--- config.mk ---
export PLATFORM = sky130hd
export DESIGN_NAME = LsuAddrStage
export DESIGN_NICKNAME = d
export VERILOG_FILES = /design/src/hdl/LsuPkg.sv /design/src/hdl/AddrGenUnit.sv /design/src/hdl/TlbMissQueue.sv /design/src/hdl/DataTlb.sv /design/src/hdl/PageWalker.sv /design/src/hdl/LsuAddrStage.sv
export SDC_FILE = /design/constraint.sdc
export NUM_CORES = 1
export LEC_CHECK = 0
export BUFFER_PORTS_ARGS = -buffer_cell sky130_fd_sc_hd__buf_2
export CELL_PAD_IN_SITES_DETAIL_PLACEMENT = 0
export CELL_PAD_IN_SITES_GLOBAL_PLACEMENT = 2
export CORE_MARGIN = 3
export CORE_UTILIZATION = 25
export CTS_CLUSTER_SIZE = 14
export DETAILED_ROUTE_END_ITERATION = 6
export PLACE_DENSITY_LB_ADDON = 0.1
export REMOVE_ABC_BUFFERS = 1
export SYNTH_ARGS = -nofsm -noshare
export SYNTH_HDL_FRONTEND = slang
export SYNTH_SLANG_ARGS = --single-unit
--- constraint.sdc ---
create_clock -name clk -period 15.4 [get_ports clk]
set_input_delay 1.54 -clock clk [delete_from_list [all_inputs] [get_ports clk]]
set_output_delay 1.54 -clock clk [all_outputs]
set_load 0.005 [all_outputs]
--- src/hdl/LsuPkg.sv ---
package LsuPkg;

    typedef logic [31:0] VirtAddr;
    typedef logic [31:0] PhysAddr;
    typedef logic [19:0] Vpn;
    typedef logic [19:0] Ppn;
    typedef logic [6:0] SqNum;
    typedef logic [6:0] TagDst;

    // Legal RAM window
    localparam PhysAddr RamBase = 32'h8000_0000;
    localparam PhysAddr RamSize = 32'h0100_0000;

    typedef enum logic [2:0] {
        LB,
        LH,
        LW,
        LBU,
        LHU,
        SB,
        SH,
        SW
    } LsuOpcode;

    typedef enum logic [2:0] {
        NONE,
        LD_MA,
        ST_MA,
        LD_AF,
        ST_AF,
        LD_PF,
        ST_PF
    } FaultFlags;

    typedef enum logic {
        USER,
        SUPERVISOR
    } Privilege;

    typedef struct packed {
        logic valid;
        LsuOpcode opcode;
        logic [31:0] srcA;
        logic [31:0] srcB;
        TagDst tagDst;
        SqNum sqN;
    } ExUop;

    typedef struct packed {
        logic valid;
        VirtAddr addr;
        logic [1:0] size;
        logic signExtend;
        logic isLoad;
        logic isStore;
        logic [3:0] wmask;
        TagDst tagDst;
        SqNum sqN;
    } AguUop;

    typedef struct packed {
        logic valid;
        TagDst tagDst;
        SqNum sqN;
        FaultFlags flags;
    } ResUop;

    typedef struct packed {
        logic taken;
        SqNum sqN;
    } BranchProv;

    typedef struct packed {
        logic sv32en;
        Privilege priv;
        logic supervUserMemory;
        Ppn rootPpn;
    } VmemState;

    typedef struct packed {
        logic valid;
        Vpn vpn;
    } TlbReq;

    typedef struct packed {
        logic hit;
        Ppn ppn;
        logic [2:0] rwx;
        logic user;
        logic pageFault;
    } TlbRes;

    typedef struct packed {
        logic valid;
        Vpn vpn;
        Ppn rootPpn;
    } WalkReq;

    typedef struct packed {
        logic valid;
        Vpn vpn;
        Ppn ppn;
        logic [2:0] rwx;
        logic user;
        logic pageFault;
    } WalkRes;

    // True when sqN a is younger than sqN b
    function automatic logic isYounger(input SqNum a, input SqNum b);
        return $signed(a - b) > 0;
    endfunction

endpackage

--- src/hdl/AddrGenUnit.sv ---
`timescale 1ns/1ps

module AddrGenUnit #(
    parameter int MissQueueDepth = 4
) (
    input  logic clk,
    input  logic rst,
    input  LsuPkg::ExUop exUop,
    input  LsuPkg::BranchProv branch,
    input  LsuPkg::VmemState vmem,
    input  LsuPkg::TlbRes tlbRes,
    input  LsuPkg::AguUop mqUop,
    input  LsuPkg::FaultFlags mqFault,
    input  logic [$clog2(MissQueueDepth):0] mqFree,
    input  logic walkBusy,
    input  LsuPkg::WalkRes walkRes,
    output logic stall,
    output LsuPkg::TlbReq tlbReq,
    output logic mqEnqueue,
    output logic mqDequeue,
    output LsuPkg::AguUop mqInUop,
    output LsuPkg::WalkReq walkReq,
    output LsuPkg::AguUop aguOp,
    output LsuPkg::ResUop resUop
);

    function automatic logic isPermFault(input logic [2:0] rwx, input logic user,
                                         input logic isStore, input LsuPkg::VmemState vm);
        logic fault;
        fault = (!isStore && !rwx[2]) || (isStore && !rwx[1]);
        if (vm.priv == LsuPkg::USER && !user) begin
            fault = 1'b1;
        end
        if (vm.priv == LsuPkg::SUPERVISOR && user && !vm.supervUserMemory) begin
            fault = 1'b1;
        end
        return fault;
    endfunction

    LsuPkg::VirtAddr newAddr;
    LsuPkg::PhysAddr physAddr;
    LsuPkg::AguUop decUop;
    LsuPkg::AguUop issUop;
    LsuPkg::FaultFlags issFault;
    LsuPkg::FaultFlags flags;
    LsuPkg::AguUop nextAgu;
    LsuPkg::ResUop nextRes;
    logic issKeep;
    logic misaligned;
    logic tlbMiss;
    logic walkActive;

    assign stall = (mqFree == 0);
    assign newAddr = exUop.srcA + exUop.srcB;

    always_comb begin
        decUop = '0;
        decUop.valid = exUop.valid && !stall;
        decUop.addr = newAddr;
        decUop.tagDst = exUop.tagDst;
        decUop.sqN = exUop.sqN;
        decUop.isLoad = 1'b1;
        case (exUop.opcode)
            LsuPkg::LB: begin
                decUop.size = 2'd0;
                decUop.signExtend = 1'b1;
            end
            LsuPkg::LH: begin
                decUop.size = 2'd1;
                decUop.signExtend = 1'b1;
            end
            LsuPkg::LW: decUop.size = 2'd2;
            LsuPkg::LBU: decUop.size = 2'd0;
            LsuPkg::LHU: decUop.size = 2'd1;
            default: begin
                decUop.isLoad = 1'b0;
                decUop.isStore = 1'b1;
                decUop.size = 2'd2;
                decUop.wmask = 4'b1111;
                if (exUop.opcode == LsuPkg::SB) begin
                    decUop.size = 2'd0;
                    decUop.wmask = 4'b0001 << newAddr[1:0];
                end else if (exUop.opcode == LsuPkg::SH) begin
                    decUop.size = 2'd1;
                    decUop.wmask = newAddr[1] ? 4'b1100 : 4'b0011;
                end
            end
        endcase
    end

    // New input wins, the queue replays only in otherwise idle cycles
    always_comb begin
        issUop = decUop;
        issFault = LsuPkg::NONE;
        mqDequeue = 1'b0;
        if (!decUop.valid && mqUop.valid) begin
            issUop = mqUop;
            issFault = mqFault;
            mqDequeue = 1'b1;
        end
    end

    assign issKeep = issUop.valid && !(branch.taken && LsuPkg::isYounger(issUop.sqN, branch.sqN));
    assign misaligned = (issUop.size == 2'd1 && issUop.addr[0])
        || (issUop.size == 2'd2 && issUop.addr[1:0] != 2'b00);

    assign tlbReq.valid = issUop.valid && vmem.sv32en;
    assign tlbReq.vpn = issUop.addr[31:12];

    assign physAddr = vmem.sv32en ? {tlbRes.ppn, issUop.addr[11:0]} : issUop.addr;
    assign tlbMiss = vmem.sv32en && !tlbRes.hit && !misaligned && issFault == LsuPkg::NONE;

    always_comb begin
        flags = LsuPkg::NONE;
        if (issFault != LsuPkg::NONE) begin
            flags = issFault;
        end else if (misaligned) begin
            flags = issUop.isStore ? LsuPkg::ST_MA : LsuPkg::LD_MA;
        end else if (vmem.sv32en && tlbRes.hit && (tlbRes.pageFault
                     || isPermFault(tlbRes.rwx, tlbRes.user, issUop.isStore, vmem))) begin
            flags = issUop.isStore ? LsuPkg::ST_PF : LsuPkg::LD_PF;
        end else if (!tlbMiss && (physAddr - LsuPkg::RamBase) >= LsuPkg::RamSize) begin
            flags = issUop.isStore ? LsuPkg::ST_AF : LsuPkg::LD_AF;
        end
    end

    always_comb begin
        nextAgu = issUop;
        nextAgu.addr = physAddr;
        nextAgu.valid = issKeep && !tlbMiss && flags == LsuPkg::NONE;
        nextRes.valid = issKeep && !tlbMiss && (issUop.isStore || flags != LsuPkg::NONE);
        nextRes.tagDst = issUop.tagDst;
        nextRes.sqN = issUop.sqN;
        nextRes.flags = flags;
    end

    assign mqEnqueue = issKeep && tlbMiss;
    assign mqInUop = issUop;

    // One walk at a time, later misses wait in the queue
    always_ff @(posedge clk) begin
        if (rst) begin
            walkActive <= 1'b0;
            walkReq.valid <= 1'b0;
        end else begin
            if (walkReq.valid && walkBusy) begin
                walkReq.valid <= 1'b0;
            end
            if (walkRes.valid) begin
                walkActive <= 1'b0;
            end else if (mqEnqueue && !walkActive) begin
                walkActive <= 1'b1;
                walkReq.valid <= 1'b1;
                walkReq.vpn <= issUop.addr[31:12];
                walkReq.rootPpn <= vmem.rootPpn;
            end
        end
    end

    always_ff @(posedge clk) begin
        if (rst) begin
            aguOp.valid <= 1'b0;
            resUop.valid <= 1'b0;
        end else begin
            aguOp <= nextAgu;
            resUop <= nextRes;
        end
    end

    // A uop that went out fault-free never comes back with a fault
    aguOpNotFaulted: assert property (@(posedge clk) disable iff (rst)
        aguOp.valid |=> !(resUop.valid && resUop.flags != LsuPkg::NONE
                          && resUop.sqN == $past(aguOp.sqN)));

    walkReqHeld: assert property (@(posedge clk) disable iff (rst)
        walkReq.valid && !walkBusy
        |=> walkReq.valid && $stable(walkReq.vpn) && $stable(walkReq.rootPpn));

endmodule

--- src/hdl/TlbMissQueue.sv ---
`timescale 1ns/1ps

module TlbMissQueue #(
    parameter int MissQueueDepth = 4
) (
    input  logic clk,
    input  logic rst,
    input  LsuPkg::BranchProv branch,
    input  logic enqueue,
    input  LsuPkg::AguUop inUop,
    input  logic dequeue,
    input  LsuPkg::WalkRes walkRes,
    output logic [$clog2(MissQueueDepth):0] free,
    output LsuPkg::AguUop outUop,
    output LsuPkg::FaultFlags outFault
);

    localparam int IdxW = (MissQueueDepth > 1) ? $clog2(MissQueueDepth) : 1;
    localparam int CntW = $clog2(MissQueueDepth) + 1;

    // Fault a parked uop inherits from a finished walk
    function automatic LsuPkg::FaultFlags walkFault(input LsuPkg::AguUop u,
                                                    input LsuPkg::WalkRes w);
        if (w.vpn != u.addr[31:12] || !w.pageFault) begin
            return LsuPkg::NONE;
        end
        return u.isStore ? LsuPkg::ST_PF : LsuPkg::LD_PF;
    endfunction

    LsuPkg::AguUop slotUop [MissQueueDepth];
    LsuPkg::FaultFlags slotFault [MissQueueDepth];
    logic [MissQueueDepth-1:0] slotReady;
    logic [IdxW-1:0] sel;
    logic [IdxW-1:0] insIdx;
    logic found;
    logic insFound;
    logic [$clog2(MissQueueDepth):0] count;

    always_comb begin
        found = 1'b0;
        sel = '0;
        insFound = 1'b0;
        insIdx = '0;
        count = '0;
        for (int i = 0; i < MissQueueDepth; i++) begin
            if (slotUop[i].valid && slotReady[i]
                && (!found || LsuPkg::isYounger(slotUop[sel].sqN, slotUop[i].sqN))) begin
                sel = IdxW'(i);
                found = 1'b1;
            end
            if (slotUop[i].valid) begin
                count = count + 1'b1;
            end
        end
        for (int i = 0; i < MissQueueDepth; i++) begin
            if (!insFound && (!slotUop[i].valid || (dequeue && sel == IdxW'(i)))) begin
                insIdx = IdxW'(i);
                insFound = 1'b1;
            end
        end
        outUop = slotUop[sel];
        outUop.valid = found;
        outFault = slotFault[sel];
    end

    assign free = CntW'(MissQueueDepth) - count;

    always_ff @(posedge clk) begin
        if (rst) begin
            for (int i = 0; i < MissQueueDepth; i++) begin
                slotUop[i].valid <= 1'b0;
            end
        end else begin
            for (int i = 0; i < MissQueueDepth; i++) begin
                // Other pages retry too and start their own walk
                if (walkRes.valid && slotUop[i].valid && !slotReady[i]) begin
                    slotReady[i] <= 1'b1;
                    slotFault[i] <= walkFault(slotUop[i], walkRes);
                end
                if (branch.taken && LsuPkg::isYounger(slotUop[i].sqN, branch.sqN)) begin
                    slotUop[i].valid <= 1'b0;
                end
            end
            if (dequeue) begin
                slotUop[sel].valid <= 1'b0;
            end
            if (enqueue) begin
                slotUop[insIdx] <= inUop;
                slotReady[insIdx] <= walkRes.valid;
                slotFault[insIdx] <= walkRes.valid ? walkFault(inUop, walkRes) : LsuPkg::NONE;
            end
        end
    end

    // A replayed miss may re-enter a full queue through its own slot
    noOverflow: assert property (@(posedge clk) disable iff (rst)
        enqueue && !dequeue |-> free != 0);

endmodule

--- src/hdl/DataTlb.sv ---
`timescale 1ns/1ps

module DataTlb #(
    parameter int TlbEntries = 8
) (
    input  logic clk,
    input  logic rst,
    input  LsuPkg::TlbReq req,
    input  LsuPkg::WalkRes fill,
    output LsuPkg::TlbRes res
);

    localparam int IdxW = (TlbEntries > 1) ? $clog2(TlbEntries) : 1;

    typedef struct packed {
        LsuPkg::Vpn vpn;
        LsuPkg::Ppn ppn;
        logic [2:0] rwx;
        logic user;
    } TlbEntry;

    TlbEntry entries [TlbEntries];
    logic [TlbEntries-1:0] entValid;
    logic [IdxW-1:0] victim;

    always_comb begin
        res = '0;
        for (int i = 0; i < TlbEntries; i++) begin
            if (req.valid && entValid[i] && entries[i].vpn == req.vpn) begin
                res.hit = 1'b1;
                res.ppn = entries[i].ppn;
                res.rwx = entries[i].rwx;
                res.user = entries[i].user;
            end
        end
        // W without R is a reserved leaf encoding
        res.pageFault = res.hit && res.rwx[1] && !res.rwx[2];
    end

    always_ff @(posedge clk) begin
        if (rst) begin
            entValid <= '0;
            victim <= '0;
        end else if (fill.valid && !fill.pageFault) begin
            entValid[victim] <= 1'b1;
            entries[victim].vpn <= fill.vpn;
            entries[victim].ppn <= fill.ppn;
            entries[victim].rwx <= fill.rwx;
            entries[victim].user <= fill.user;
            if (victim == IdxW'(TlbEntries - 1)) begin
                victim <= '0;
            end else begin
                victim <= victim + 1'b1;
            end
        end
    end

endmodule

--- src/hdl/PageWalker.sv ---
`timescale 1ns/1ps

module PageWalker (
    input  logic clk,
    input  logic rst,
    input  LsuPkg::WalkReq req,
    input  logic pready,
    input  logic [31:0] prdata,
    output logic busy,
    output LsuPkg::WalkRes res,
    output logic psel,
    output logic penable,
    output logic pwrite,
    output LsuPkg::PhysAddr paddr
);

    typedef enum logic [2:0] {
        Idle,
        L1Setup,
        L1Access,
        L0Setup,
        L0Access,
        Done
    } WalkState;

    WalkState state;
    LsuPkg::Vpn vpnQ;
    LsuPkg::Ppn ppnQ;
    logic [2:0] rwxQ;
    logic userQ;
    logic faultQ;
    logic pteValid;
    logic pteLeaf;

    // PTE bits V=0 R=1 W=2 X=3 U=4
    assign pteValid = prdata[0];
    assign pteLeaf = prdata[1] || prdata[2] || prdata[3];

    assign busy = (state != Idle);
    assign psel = (state == L1Setup) || (state == L1Access)
        || (state == L0Setup) || (state == L0Access);
    assign penable = (state == L1Access) || (state == L0Access);
    assign pwrite = 1'b0;

    assign res.valid = (state == Done);
    assign res.vpn = vpnQ;
    assign res.ppn = ppnQ;
    assign res.rwx = rwxQ;
    assign res.user = userQ;
    assign res.pageFault = faultQ;

    always_ff @(posedge clk) begin
        if (rst) begin
            state <= Idle;
        end else begin
            case (state)
                Idle: begin
                    if (req.valid) begin
                        vpnQ <= req.vpn;
                        faultQ <= 1'b0;
                        paddr <= {req.rootPpn, req.vpn[19:10], 2'b00};
                        state <= L1Setup;
                    end
                end
                L1Setup: state <= L1Access;
                L1Access: begin
                    if (pready) begin
                        // No superpages, so a level-1 leaf faults as well
                        if (!pteValid || pteLeaf) begin
                            faultQ <= 1'b1;
                            state <= Done;
                        end else begin
                            paddr <= {prdata[29:10], vpnQ[9:0], 2'b00};
                            state <= L0Setup;
                        end
                    end
                end
                L0Setup: state <= L0Access;
                L0Access: begin
                    if (pready) begin
                        faultQ <= !pteValid || !pteLeaf;
                        ppnQ <= prdata[29:10];
                        rwxQ <= {prdata[1], prdata[2], prdata[3]};
                        userQ <= prdata[4];
                        state <= Done;
                    end
                end
                default: state <= Idle;
            endcase
        end
    end

    apbSetupFirst: assert property (@(posedge clk) disable iff (rst)
        $rose(penable) |-> $past(psel && !penable));

endmodule

--- src/hdl/LsuAddrStage.sv ---
`timescale 1ns/1ps

module LsuAddrStage #(
    parameter int MissQueueDepth = 4,
    parameter int TlbEntries = 8
) (
    input  logic clk,
    input  logic rst,
    input  LsuPkg::ExUop exUop,
    input  LsuPkg::BranchProv branch,
    input  LsuPkg::VmemState vmem,
    input  logic pready,
    input  logic [31:0] prdata,
    output logic stall,
    output LsuPkg::AguUop aguOp,
    output LsuPkg::ResUop resUop,
    output logic psel,
    output logic penable,
    output logic pwrite,
    output LsuPkg::PhysAddr paddr
);

    LsuPkg::TlbReq tlbReq;
    LsuPkg::TlbRes tlbRes;
    LsuPkg::AguUop mqUop;
    LsuPkg::AguUop mqInUop;
    LsuPkg::FaultFlags mqFault;
    logic [$clog2(MissQueueDepth):0] mqFree;
    logic mqEnqueue;
    logic mqDequeue;
    LsuPkg::WalkReq walkReq;
    LsuPkg::WalkRes walkRes;
    logic walkBusy;

    AddrGenUnit #(
        .MissQueueDepth(MissQueueDepth)
    ) agu (
        .clk(clk),
        .rst(rst),
        .exUop(exUop),
        .branch(branch),
        .vmem(vmem),
        .tlbRes(tlbRes),
        .mqUop(mqUop),
        .mqFault(mqFault),
        .mqFree(mqFree),
        .walkBusy(walkBusy),
        .walkRes(walkRes),
        .stall(stall),
        .tlbReq(tlbReq),
        .mqEnqueue(mqEnqueue),
        .mqDequeue(mqDequeue),
        .mqInUop(mqInUop),
        .walkReq(walkReq),
        .aguOp(aguOp),
        .resUop(resUop)
    );

    TlbMissQueue #(
        .MissQueueDepth(MissQueueDepth)
    ) missQueue (
        .clk(clk),
        .rst(rst),
        .branch(branch),
        .enqueue(mqEnqueue),
        .inUop(mqInUop),
        .dequeue(mqDequeue),
        .walkRes(walkRes),
        .free(mqFree),
        .outUop(mqUop),
        .outFault(mqFault)
    );

    DataTlb #(
        .TlbEntries(TlbEntries)
    ) dtlb (
        .clk(clk),
        .rst(rst),
        .req(tlbReq),
        .fill(walkRes),
        .res(tlbRes)
    );

    PageWalker walker (
        .clk(clk),
        .rst(rst),
        .req(walkReq),
        .pready(pready),
        .prdata(prdata),
        .busy(walkBusy),
        .res(walkRes),
        .psel(psel),
        .penable(penable),
        .pwrite(pwrite),
        .paddr(paddr)
    );

endmodule

# After elaboration in Yosys (flattened, before gate mapping)
# Memory sizes are Yosys's and may differ from the RTL's.
# Cells that the tools add are included.
[totals] ram_bits=588 wordCells=406 ff_bits=197 n_memories=3
[memory_table] name="dtlb.entries" words=8 word_bits=44 rd=8 rd_ports_with_merged_regs=0 write_ports=1 line="DataTlb.sv:22" text="TlbEntry entries [TlbEntries];"
[memory_table] name="missQueue.slotUop" words=4 word_bits=56 rd=7 rd_ports_with_merged_regs=0 write_ports=6 line="TlbMissQueue.sv:30" text="LsuPkg::AguUop slotUop [MissQueueDepth];"
[memory_table] name="missQueue.slotFault" words=4 word_bits=3 rd=1 rd_ports_with_merged_regs=0 write_ports=5 line="TlbMissQueue.sv:31" text="LsuPkg::FaultFlags slotFault [MissQueueDepth];"
[op_classes] shift=1 n_reduce_logical=147 addsub=15 n_eq_ne=35 bitwise_logic=8 mux=159 order_cmp=13
[ops] operator="25-bit two-way mux" n=8
[ops] operator="20-bit equality test" n=8
[ops] operator="32-bit two-way mux" n=4
[ops] operator="3-bit two-way mux" n=35
[ops] operator="20-bit inequality test" n=5
[ops] operator="1-bit two-way mux" n=85
[ops] operator="41-bit two-way mux" n=2
[ops] operator="1-bit logical AND" n=71
[ops] operator="32-bit one-hot mux with 2 select lines" n=1
[ops] operator="7-bit by 1-bit > comparator with 1-bit output, second input constant" n=8
[ops] operator="56-bit two-way mux" n=1
[ops] operator="7-bit subtractor" n=8
[ops] operator="32-bit adder" n=1
[ops] operator="32-bit by 25-bit >= comparator with 1-bit output, second input constant" n=1
[ops] operator="32-bit subtractor, second input constant" n=1
[ops] operator="1-bit logical NOT" n=29
[ops] operator="1-bit logical OR" n=24
[ops] operator="2-bit two-way mux" n=12
[ops] operator="3-bit equality test, second input constant" n=6
[ops] operator="4-bit two-way mux" n=4
[ops] operator="3-bit logical NOT" n=5
[ops] operator="3-bit one-hot mux with 5 select lines" n=1
[ops] operator="3-bit by 2-bit equality test with 1-bit output, second input constant" n=4
[ops] operator="3-bit AND reduction" n=4
[ops] operator="other kinds (28)" n=50

# Depth between registers and ports, before layout
# An unclocked memory read counts as a cell.
[depth] depth_word=47 mapped_depth=63 ltp_nobuf=49

# Hierarchy
# From an unflattened synthesis, not the netlist that was laid out.
[unflattened] cells_unflattened=2836 area_unflattened_um2=37492.2
[by_module_without_submodules] mod="DataTlb" cells_per_inst=929 seq_area_each_um2=10790.3 area_per_inst_um2=14589.0 instances=1
[by_module_without_submodules] mod="TlbMissQueue" cells_per_inst=1052 seq_area_each_um2=7206.9 area_per_inst_um2=13025.0 instances=1
[by_module_without_submodules] mod="AddrGenUnit" cells_per_inst=704 seq_area_each_um2=3022.9 area_per_inst_um2=6905.4 instances=1
[by_module_without_submodules] mod="PageWalker" cells_per_inst=151 seq_area_each_um2=2312.2 area_per_inst_um2=2972.9 instances=1

# Least setup slack after synthesis
# Ideal clock, no wire load.
[synth_path] path_type="register -> register" start="memory missQueue.slotUop[0][0] (netlist bit)" end="register, netlist name agu.walkReq[0]" setup_time_ps=539 path_slack_ps=-693 path_stages_with_launch=58 t_arrival_ps=15554 synth_period_minus_slack_ps=16093 cell_sequence="edfxtp_1 inv_1 ha_1 inv_1 fa_1 a211oi_2 o21bai_1 or3_1 a41o_1 a21oi_1 buf_2 buf_2 buf_1 a21oi_1 ha_1 fa_1 nand2b_1 a211oi_1 (+22 left out) buf_2 buf_2 buf_1 clkbuf_1 clkbuf_1 nand2_1 a31oi_1 ha_1 nor2b_1 o21ai_0 nand2b_1 a21o_1 a21oi_1 xnor2_1 xnor2_1 o21ai_0 or2_0 nor4_1"
[synth_lines] element="from (decl)" line="TlbMissQueue.sv:30"

==> impl_metrics.json <==
{
  "slowest_delay_ns": 0.71,
  "drv_slew": 0,
  "cp-start-kind": "flip-flop",
  "cp_max_fo": 31,
  "placed_area_um2": 47300,
  "rsz0062_at_grt": "no",
  "slowest_stage": "o21ai_0",
  "grt_pass1_vias": 34023,
  "end_kind": "flip-flop",
  "row_count": 149,
  "dp_slack_ns": 1.69,
  "routed_wl_mm": 206,
  "power_density_nw_per_um2": 126,
  "synth_area_um2": 42000,
  "grt_util_all_layers": 0.233,
  "fmax_mhz": 72.5,
  "setup_violations": 0,
  "drtIter0Drc": 3177,
  "rr_startpoint": "missQueue.slotUop[0][0]",
  "gp_congestion": 0.977,
  "wire_per_inst_um": 32.4,
  "cts-root-buf": "clkbuf_16",
  "synth_edf_count": 756,
  "ys_warn_count": 0,
  "vias_per_cell": 5.35,
  "synth_compound_area_frac": 0.177,
  "synthXorXnorAreaFrac": 0.0520,
  "async_reset_ff_frac": 0,
  "power_leakage_nw": 17.8,
  "clock_latency_ns": 0.72,
  "cts_setup_buffers": 0,
  "antenna_found_initial": 10,
  "routed-via-count": 33992,
  "worstSetupStartpoint": "missQueue.slotUop[0][0]",
  "report.final.hold_viol_count": 0,
  "layout_setup_ws_ns": 1.61,
  "netlist_instances": 3693,
  "clkTransAtPathRegs_ns": 0.06,
  "cts_hold_buffers": 0,
  "cts_resized": 0,
  "fin_crit_ns": 13.79,
  "reg2reg_depth": 43,
  "die_h_um": 416,
  "synth_simple_gate_area_share": 0.134,
  "n_fill_cell": 17209,
  "dieWidth_um": 416,
  "power_mw": 6.37,
  "cts_buffer_depth": 3,
  "ys_seq_area_frac": 0.549,
  "clkSinkCount": 774,
  "core_um2": 166000,
  "worst_pin_slew_ns": 1.31,
  "holdWs_ns": 0.414,
  "cp-endpoint": "agu.aguOp[55]",
  "max_cap_violations": 0,
  "dpl.hpwl_mm": 152,
  "cts_tree": "built",
  "drive_gt1_frac": 0.191,
  "grt_overflow": 0,
  "drc": 0,
  "fin_nets": 4316,
  "synthMuxAreaShare": 0.0227,
  "r2r-end": "agu.aguOp[55]",
  "antenna_left": 0,
  "outcome": "finished, final reports clean",
  "arrival_ns": 14.39,
  "crit_required_ns": 16.00,
  "hold_path_class": "flip-flop to flip-flop",
  "start_util": 0.253,
  "fin_crit_sh": 0.895,
  "port_buffers": 247,
  "syn_area_per_cell_um2": 11.4,
  "synth_top_family_by_area": "compound AO/OA/AOI/OAI gates",
  "dieArea_um2": 173000,
  "synth_cell_types": 119,
  "slew_headroom": 0.125,
  "syn_to_final_growth_pct": 20.2,
  "peakVddDrop_mv": 0.0903,
  "synth_flop_cell": "edfxtp_1",
  "skew_ns": 0.0355,
  "design_area_um2": 50500,
  "synth-adder-area-share": 0.0296,
  "ys_ff_latch": 774,
  "io_pins": 258,
  "grt_pass1_wl_mm": 284,
  "rrSetupSlack_ns": 1.61,
  "numCtsBuffers": 97,
  "drt-pass1-iter-count": 6,
  "htree_levels": 3,
  "grt_max_degree": 54,
  "crit_type": "flip-flop to flip-flop"
}
==> state kept, by name, summed over array words and instances, names as in the netlist <==
register	count
dtlb.entValid	8
agu.resUop	4
dtlb.entries	344
missQueue.slotReady	4
missQueue.slotUop	224
walker.vpnQ	20
walker.userQ	1
walker.ppnQ	20
dtlb.victim	3
agu.walkReq	41
walker.paddr	30
walker.rwxQ	2
walker.faultQ	1
agu.walkActive	1
walker.state	3
agu.aguOp	56
missQueue.slotFault	12
==> through the flow <==
stage | std cells | utilization | setup TNS [ns]
finish | 6349 | 0.304 | 0
CTS | 6346 | 0.304 | 0
detailed placement | 6164 | 0.285 | 0
global route | 6346 | 0.304 | 0
floorplan | 3477 | - | -281.72
global placement | 6164 | 0.285 | 0
==> critical path: cells and delay by family (launching register included) <==
family                     cells  cell delay (ns)
AOI/OAI and AO/OA             19             5.90
adders and majority gates      4             1.37
buffers and inverters          6             0.95
DFF                            1             0.35
and+or+nand+nor               14             5.04
==> cell type report <==
cell class / count / area, um2 / area share
Clock buffer: 122 / 2570 / 0.0510
Sequential cell: 774 / 23100 / 0.457
Timing Repair Buffer: 498 / 3310 / 0.0656
Clock inverter: 60 / 594 / 0.0118
Multi-Input combinational cell: 2576 / 17700 / 0.351
Tap cell: 2189 / 2740 / 0.0543
Inverter: 127 / 479 / 0.00950
Antenna cell: 3 / 7.51 / 0.000149
==> where the power goes <==
group | switching [mW] | internal, mW
combinational | 1.11 | 0.488
sequential | 0.0478 | 2.43
clock | 0.975 | 1.32
total | 2.13 | 4.24
==> cells by family after synthesis <==
logic type	after synthesis
flops	774
buf+inv	345
other cells	1
mux	88
xor+xnor	249
fa+ha+maj	94
simple gates	1102
compound gates	1040
==> placed cells by master, fill, tap and decap left out, types with 20 or more instances in the layout <==
cell / Yosys / routed
a211oi_1: 40 / 40
a21o_1: 52 / 51
a21oi_1: 177 / 174
a221o_1: 26 / 26
a221oi_1: 20 / 20
a22oi_1: 38 / 38
a31oi_1: 47 / 47
and2_1: 33 / 33
and3_1: 38 / 38
buf_2: 24 / 247
buf_4: 24 / 236
clkbuf_1: 140 / 22
clkbuf_16: 0 / 99
clkinv_1: 0 / 22
edfxtp_1: 756 / 756
ha_1: 85 / 85
inv_1: 126 / 125
mux2_2: 47 / 47
mux2i_1: 37 / 37
nand2_1: 280 / 278
nand2b_1: 37 / 37
nand3_1: 71 / 71
nand4_1: 62 / 62
nor2_1: 243 / 229
nor2b_1: 21 / 21
nor3_1: 95 / 90
nor4_1: 57 / 52
o2111ai_1: 28 / 28
o211ai_1: 60 / 60
o21a_1: 21 / 21
o21ai_0: 198 / 196
o221ai_1: 21 / 21
o22ai_1: 35 / 35
o31ai_1: 24 / 24
or3_1: 42 / 42
or4_1: 22 / 22
xnor2_1: 164 / 164
xor2_1: 85 / 84
==> metal layers <==
layer / vias up / share of wire / GRT usage
li1: 15125 / - / -
met1: 17237 / 0.45 / 0.319
met2: 1314 / 0.45 / 0.368
met3: 316 / 0.061 / 0.0365
met4: 0 / 0.042 / 0.0912
met5: - / 0 / 0
==> synth_stat cells, drive strengths merged, types with 48 or more instances <==
library cell    n  area [um2]
a31oi          48         315
xor2           85         744
ha             85        1060
buf            77         469
nand3          72         365
nor2          245         938
mux2           49         556
xnor2         164        1440
o211ai         64         518
edfxtp        756       22700
nor4           58         369
a21o           52         390
a21oi         179         903
nand2         280        1050
o21ai         211        1060
nand4          62         388
inv           127         477
clkbuf        141         531
a211oi         48         408
nor3           96         485
==> worst min-delay path by stage <==
stage | depth (start not counted) | from | end
floorplan | 0 | agu.walkReq[20] | walker.vpnQ[0]
global placement | 0 | agu.walkReq[28] | walker.vpnQ[8]
detailed placement | 0 | agu.walkReq[23] | walker.vpnQ[3]
CTS | 0 | agu.walkReq[22] | walker.vpnQ[2]
global route | 0 | agu.walkReq[28] | walker.vpnQ[8]
finish | 0 | agu.walkReq[22] | walker.vpnQ[2]
Note: power is estimated with default switching activity, not from simulation.
